===== src/logic/sbuf_pkg.sv =====
`default_nettype none

package sbuf_pkg;

  // bank geometry
  localparam int SBUF_BANK_NUM   = 8;
  localparam int SBUF_BANK_DEPTH = 16;
  localparam int SBUF_BANK_AW    = 4;
  localparam int SBUF_BSEL_W     = 3;
  // four banks per winograd group
  localparam int SBUF_GRP_SIZE   = 4;
  localparam int SBUF_GRP_NUM    = SBUF_BANK_NUM / SBUF_GRP_SIZE;
  localparam int SBUF_ADDR_W     = SBUF_BSEL_W + SBUF_BANK_AW;
  // must stay a multiple of 4 for the quarter slices
  localparam int SBUF_DATA_W_DEF = 64;

  // one address word, two ways to decode it
  typedef union packed {
    // normal access: bank on top, entry below
    struct packed {
      logic [SBUF_BSEL_W-1:0]  bank;
      logic [SBUF_BANK_AW-1:0] entry;
    } norm;
    // winograd read: group, entry, then quarter in the low bits
    struct packed {
      logic [SBUF_BSEL_W-3:0]  grp;
      logic [SBUF_BANK_AW-1:0] entry;
      logic [1:0]              quarter;
    } wg;
  } sbuf_addr_u;

endpackage

`default_nettype wire


===== src/logic/sbuf_ctrl.sv =====
`timescale 1ns/1ps
`default_nettype none

module sbuf_ctrl import sbuf_pkg::*; (
  input  wire logic                                   nvdla_core_clk,
  input  wire logic                                   rst_n,
  input  wire logic                                   p0_wr_en,
  input  wire logic                                   p1_wr_en,
  input  wire sbuf_addr_u                             p0_wr_addr,
  input  wire sbuf_addr_u                             p1_wr_addr,
  input  wire logic                                   p0_rd_en,
  input  wire logic                                   p1_rd_en,
  input  wire logic                                   p0_rd_wg,
  input  wire logic                                   p1_rd_wg,
  input  wire sbuf_addr_u                             p0_rd_addr,
  input  wire sbuf_addr_u                             p1_rd_addr,
  output logic [SBUF_BANK_NUM-1:0]                    bank_we,
  output logic [SBUF_BANK_NUM-1:0]                    bank_wr_src,
  output logic [SBUF_BANK_NUM-1:0][SBUF_BANK_AW-1:0]  bank_wa,
  output logic [SBUF_BANK_NUM-1:0]                    bank_re,
  output logic [SBUF_BANK_NUM-1:0][SBUF_BANK_AW-1:0]  bank_ra,
  output logic [SBUF_BANK_NUM-1:0]                    p0_norm_sel_d1,
  output logic [SBUF_BANK_NUM-1:0]                    p1_norm_sel_d1,
  output logic [SBUF_GRP_NUM-1:0]                     p0_wg_grp_sel_d1,
  output logic [SBUF_GRP_NUM-1:0]                     p1_wg_grp_sel_d1,
  output logic [1:0]                                  p0_quarter_d1,
  output logic [1:0]                                  p1_quarter_d1,
  output logic                                        p0_rd_en_d1,
  output logic                                        p1_rd_en_d1
);

  // one-hot bank pick, all zero when en is low
  function automatic logic [SBUF_BANK_NUM-1:0] bank_hot(
    input logic                   en,
    input logic [SBUF_BSEL_W-1:0] idx
  );
    bank_hot      = '0;
    bank_hot[idx] = en;
  endfunction

  // one-hot group pick
  function automatic logic [SBUF_GRP_NUM-1:0] grp_hot(
    input logic                   en,
    input logic [SBUF_BSEL_W-3:0] idx
  );
    grp_hot      = '0;
    grp_hot[idx] = en;
  endfunction

  // spread a group pick over its four banks
  function automatic logic [SBUF_BANK_NUM-1:0] grp_banks(
    input logic [SBUF_GRP_NUM-1:0] gsel
  );
    for (int b = 0; b < SBUF_BANK_NUM; b++) begin
      grp_banks[b] = gsel[b / SBUF_GRP_SIZE];
    end
  endfunction

  logic [SBUF_BANK_NUM-1:0] p0_wr_sel;
  logic [SBUF_BANK_NUM-1:0] p1_wr_sel;
  logic [SBUF_BANK_NUM-1:0] p0_rd_norm;
  logic [SBUF_BANK_NUM-1:0] p1_rd_norm;
  logic [SBUF_GRP_NUM-1:0]  p0_rd_grp;
  logic [SBUF_GRP_NUM-1:0]  p1_rd_grp;
  logic [SBUF_BANK_NUM-1:0] p0_rd_sel;
  logic [SBUF_BANK_NUM-1:0] p1_rd_sel;
  logic [SBUF_BANK_AW-1:0]  p0_rd_entry;
  logic [SBUF_BANK_AW-1:0]  p1_rd_entry;

  ////////////////////
  // write decode
  ////////////////////
  assign p0_wr_sel = bank_hot(p0_wr_en, p0_wr_addr.norm.bank);
  assign p1_wr_sel = bank_hot(p1_wr_en, p1_wr_addr.norm.bank);

  // ports never share a bank, so p1 owning the bank picks p1
  assign bank_we     = p0_wr_sel | p1_wr_sel;
  assign bank_wr_src = p1_wr_sel;

  always_comb begin
    for (int b = 0; b < SBUF_BANK_NUM; b++) begin
      bank_wa[b] = p1_wr_sel[b] ? p1_wr_addr.norm.entry : p0_wr_addr.norm.entry;
    end
  end

  ////////////////////
  // read decode
  ////////////////////
  // normal read: one bank
  assign p0_rd_norm = bank_hot(p0_rd_en & ~p0_rd_wg, p0_rd_addr.norm.bank);
  assign p1_rd_norm = bank_hot(p1_rd_en & ~p1_rd_wg, p1_rd_addr.norm.bank);
  // winograd read: whole group
  assign p0_rd_grp  = grp_hot(p0_rd_en & p0_rd_wg, p0_rd_addr.wg.grp);
  assign p1_rd_grp  = grp_hot(p1_rd_en & p1_rd_wg, p1_rd_addr.wg.grp);

  assign p0_rd_sel = p0_rd_norm | grp_banks(p0_rd_grp);
  assign p1_rd_sel = p1_rd_norm | grp_banks(p1_rd_grp);

  // entry field sits at a different offset per view
  assign p0_rd_entry = p0_rd_wg ? p0_rd_addr.wg.entry : p0_rd_addr.norm.entry;
  assign p1_rd_entry = p1_rd_wg ? p1_rd_addr.wg.entry : p1_rd_addr.norm.entry;

  assign bank_re = p0_rd_sel | p1_rd_sel;

  always_comb begin
    for (int b = 0; b < SBUF_BANK_NUM; b++) begin
      bank_ra[b] = p1_rd_sel[b] ? p1_rd_entry : p0_rd_entry;
    end
  end

  ////////////////////
  // stage 1 flags
  ////////////////////
  // aligned with the registered ram output
  always_ff @(posedge nvdla_core_clk or negedge rst_n) begin
    if (!rst_n) begin
      p0_norm_sel_d1   <= '0;
      p1_norm_sel_d1   <= '0;
      p0_wg_grp_sel_d1 <= '0;
      p1_wg_grp_sel_d1 <= '0;
      p0_quarter_d1    <= '0;
      p1_quarter_d1    <= '0;
      p0_rd_en_d1      <= 1'b0;
      p1_rd_en_d1      <= 1'b0;
    end else begin
      p0_norm_sel_d1   <= p0_rd_norm;
      p1_norm_sel_d1   <= p1_rd_norm;
      p0_wg_grp_sel_d1 <= p0_rd_grp;
      p1_wg_grp_sel_d1 <= p1_rd_grp;
      // quarter only matters under a group select
      p0_quarter_d1    <= p0_rd_addr.wg.quarter;
      p1_quarter_d1    <= p1_rd_addr.wg.quarter;
      p0_rd_en_d1      <= p0_rd_en;
      p1_rd_en_d1      <= p1_rd_en;
    end
  end

endmodule

`default_nettype wire


===== config.mk =====
export PLATFORM = sky130hd
export DESIGN_NAME = sbuf_ctrl
export DESIGN_NICKNAME = d
export VERILOG_FILES = /design/src/logic/sbuf_pkg.sv /design/src/logic/sbuf_ctrl.sv
export SDC_FILE = /design/constraint.sdc
export NUM_CORES = 1
export LEC_CHECK = 0
export BUFFER_PORTS_ARGS = -buffer_cell sky130_fd_sc_hd__buf_2
export CELL_PAD_IN_SITES_DETAIL_PLACEMENT = 1
export CELL_PAD_IN_SITES_GLOBAL_PLACEMENT = 2
export CORE_MARGIN = 2
export CORE_UTILIZATION = 23
export CTS_BUF_LIST = sky130_fd_sc_hd__clkbuf_8
export DETAILED_ROUTE_END_ITERATION = 16
export GPL_TIMING_DRIVEN = 0
export PLACE_DENSITY = 0.94
export SLEW_MARGIN = 30
export SYNTH_ARGS = -nofsm -noshare
export SYNTH_HDL_FRONTEND = slang
export SYNTH_SLANG_ARGS = --single-unit

===== constraint.sdc =====
create_clock -name nvdla_core_clk -period 1.5 [get_ports nvdla_core_clk]
set_input_delay 0.075 -clock nvdla_core_clk [delete_from_list [all_inputs] [get_ports nvdla_core_clk]]
set_output_delay 0.075 -clock nvdla_core_clk [all_outputs]
set_load 0.02 [all_outputs]

==> flow_summary_export.csv <==
group,metric,value,unit
setup_path,critical_path.most_common_cell,"buf_2",
detailed_routing,drc,0,
synthesis,netlist_area,0.00194,sq mm
die,chipWidth,95.9,um
detailed_routing,num_vias,2108,
power,p_sw_share,36.7,%
cts,htreeDepth,1,
synthesis,synth_adder_area_share,0,%
setup_path,crit_path_start_kind,"primary input",
die,ios,150,
power,leakage,1.69,nW
cts,cts_tree,"yes",
cells_and_area,area_growth,52.7,%
die,core_area,0.00822,sq mm
placement,place_ws,-0.124,ns
global_route,antenna_found_initial,0,
power,total_power,2.20,mW
synthesis,syn_nets,228,
cells_and_area,post-route-util,36.1,%
global_route,grt_pass1_wl,11200,um
setup_path,critPathMaxStageDelay,0.38,ns
die,start_util,23.6,%
hold_path,hp-class,"primary input to flop",
cts,cts_buffers,3,
cells_and_area,multiInputGateArea,0.00124,sq mm
setup_path,arrival,1.37,ns
cells_and_area,fillers,1000,
setup_path,path_class,"primary input to primary output",
setup_path,path_max_fanout,6,
placement,portBuffers,145,
sta,fin_ws,0.0576,ns
synthesis,synth_mux_area_share,39.2,%
sta,max_freq,0.693,GHz
synthesis,synth-seq-cells,26,
synthesis,avgSynthCellArea,10.1,sq um
global_route,grt_max_degree,27,
synthesis,synth_cells,192,
placement,post_dp_cell_area,0.00280,sq mm
die,die_height,95.9,um
outcome,outcome,"finished, final reports clean",
cells_and_area,seq_area,651,sq um
power,p_seq_share,32.8,%
cells_and_area,final_cell_count_no_fill,451,
cts,cts_sinks,26,
power,max-vdd-ir-drop,0.298,mV
power,power_frac_clock,26.2,%
setup_path,path_cells,"buf_2, nand2b_1, nor3_4, mux2_2, buf_2",
synthesis,ys_seq_area_share,33.5,%
sta,fin_tns_setup,0,ns
detailed_routing,ant_nets,0,
detailed_routing,vias_per_cell,4.67,
sta,period_needed,1.44,ns
cells_and_area,n_antenna_cell,0,
setup_path,crit_path_end_kind,"primary output",
power,internal_power,1.40,mW
sta,worst_pin_slew,0.760,ns
die,fp-row-count,33,
cts,cts_setup_buffers,0,
sta,rsz0062_at_grt,"false",
detailed_routing,drt_wl_total,7390,um
synthesis,synthSimpleGateAreaFrac,18.1,%
placement,gp_congestion,0.870,
detailed_routing,wl_per_cell,16.4,um
synthesis,synth_compound_area_share,5.35,%
cells_and_area,drive_gt1_share,56.1,%
placement,dp_cells,442,
sta,slew_headroom,47.9,%
synthesis,yosysWarnings,0,
global_route,grt.overflow.total,0,
run,drv_cap,0,
cts,cts_root_buf,"clkbuf_8",
detailed_routing,drt_iter0_drc,33,
cells_and_area,design_area,0.00296,sq mm
global_route,grt_usage,15.9,%
cts,clock_path_buffers,2,
sta,finalHoldViolCount,0,
detailed_routing,drtPass1Iterations,4,
power,pwr-share-comb,41.0,%
die,dieArea,0.00919,sq mm
setup_path,slowest_stage,"mux2_2",
sta,period_share,96.2,%
cells_and_area,nNetsFinal,383,
cts,clkSlewWorstSetupHoldPaths,0.08,ns
sta,setup_viol,0,
sta,drv_slew,0,
synthesis,synth_xor_area_share,0,%
power,power.density,744,mW/mm^2
synthesis,ys_types,34,
sta,holdWs,0.0652,ns
synthesis,synth_top_family_by_area,"multiplexers",
setup_path,required,1.42,ns
power,p_sw,809,uW
placement,hpwl,6100,um
global_route,grt_pass1_vias,2178,
state kept, by name (all words and copies together), names as in the netlist:
register,flops
p0_wg_grp_sel_d1,2
p0_quarter_d1,2
p1_quarter_d1,2
p1_norm_sel_d1,8
p0_norm_sel_d1,8
p1_rd_en_d1,1
p1_wg_grp_sel_d1,2
p0_rd_en_d1,1
timing repair:
item	CTS	global route
pin swaps	0	0
hold endpoints to repair	32	0
endpoints found under the setup margin	19	27
gates resized for setup	5	6
hold buffers	7	0
layout by cell type, fill, tap and decap left out, types with 6 or more instances in the layout:
cell type / instances
dlygate4sd3_1: 7
nor3_1: 7
mux2i_1: 39
mux2_2: 24
nand3b_1: 6
buf_2: 151
nand2_1: 6
dfrtp_1: 26
nand2b_1: 11
o21ai_2: 6
mux2_1: 8
nor2_1: 10
inv_1: 6
power by group through the flow:
stage | Sequential (mW) | Combinational (mW) | Clock, mW
2_1_floorplan | 0.764 | 0.515 | 0
3_3_place_gp | 0.737 | 0.874 | 0
3_5_place_dp | 0.738 | 0.889 | 0
4_1_cts | 0.724 | 0.912 | 0.586
5_1_grt | 0.726 | 0.977 | 0.623
6_report | 0.724 | 0.903 | 0.578
cell usage after synthesis:
| library cell | n | area [sq um] |
|---|---|---|
| a21oi_1 | 1 | 5.00 |
| mux2_1 | 8 | 90.1 |
| nor3_1 | 7 | 35.0 |
| dfrtp_1 | 26 | 651 |
| or2_1 | 2 | 12.5 |
| or2_2 | 1 | 6.26 |
| nor2_1 | 13 | 48.8 |
| nand3_1 | 1 | 5.00 |
| o21ai_2 | 3 | 26.3 |
| buf_6 | 1 | 11.3 |
| nand4_1 | 1 | 6.26 |
| nor4_1 | 1 | 6.26 |
| nand4b_1 | 1 | 8.76 |
| and3_1 | 1 | 6.26 |
| or3b_1 | 1 | 8.76 |
| nand2_1 | 6 | 22.5 |
| o211ai_1 | 2 | 15.0 |
| o32ai_1 | 1 | 8.76 |
| nor2b_1 | 4 | 25.0 |
| o21ai_1 | 3 | 15.0 |
| nor3_2 | 2 | 20.0 |
| and2_1 | 1 | 6.26 |
| inv_1 | 6 | 22.5 |
| or3_1 | 2 | 12.5 |
| o21ai_0 | 4 | 20.0 |
| nand3b_1 | 6 | 45.0 |
| clkbuf_1 | 3 | 11.3 |
| o22ai_1 | 1 | 6.26 |
| nand2b_1 | 11 | 68.8 |
| mux2_2 | 24 | 270 |
| mux2i_1 | 40 | 400 |
| o21bai_1 | 1 | 7.51 |
| buf_2 | 6 | 30.0 |
| and2_0 | 1 | 6.26 |
cells by family after synthesis:
group / count (synthesis)
DFF: 26
buffers and inverters: 16
and+or+nand+nor: 62
AOI/OAI and AO/OA: 16
muxes: 72
critical path, delay by kind of cell:
family / cells / cell delay, ns
muxes: 1 / 0.38
and+or+nand+nor: 2 / 0.64
buffers and inverters: 2 / 0.27
path summary, 6_finish.rpt:
check,startpoint,end,depth (start not counted)
max,p1_wr_addr[6],bank_wa[3],5
max in group asynchronous,rst_n,p0_norm_sel_d1[0],2
min,p0_rd_addr[4],p0_norm_sel_d1[0],2
min in group asynchronous,rst_n,p1_norm_sel_d1[1],2
final cells by class:
type,count,share of cell area [%]
buffer,8,1.65
clock buffer,3,1.39
clock inverter,1,1.01
inverter,6,0.760
multi-input combinational,150,42.0
sequential,26,22.0
tap,105,4.43
timing repair buffer,152,26.8
routing by layer:
metal | vias up | global-route usage [%] | routed length (um) | share of wire (%)
met1 | 992 | 16.6 | 2740 | 37
met5 | - | 0 | 0 | 0
met2 | 109 | 32.2 | 3950 | 53
li1 | 1000 | - | - | -
met4 | 0 | 3.81 | 85 | 1.2
met3 | 7 | 2.82 | 614 | 8.3
Note: power is estimated with default switching activity, not from simulation.
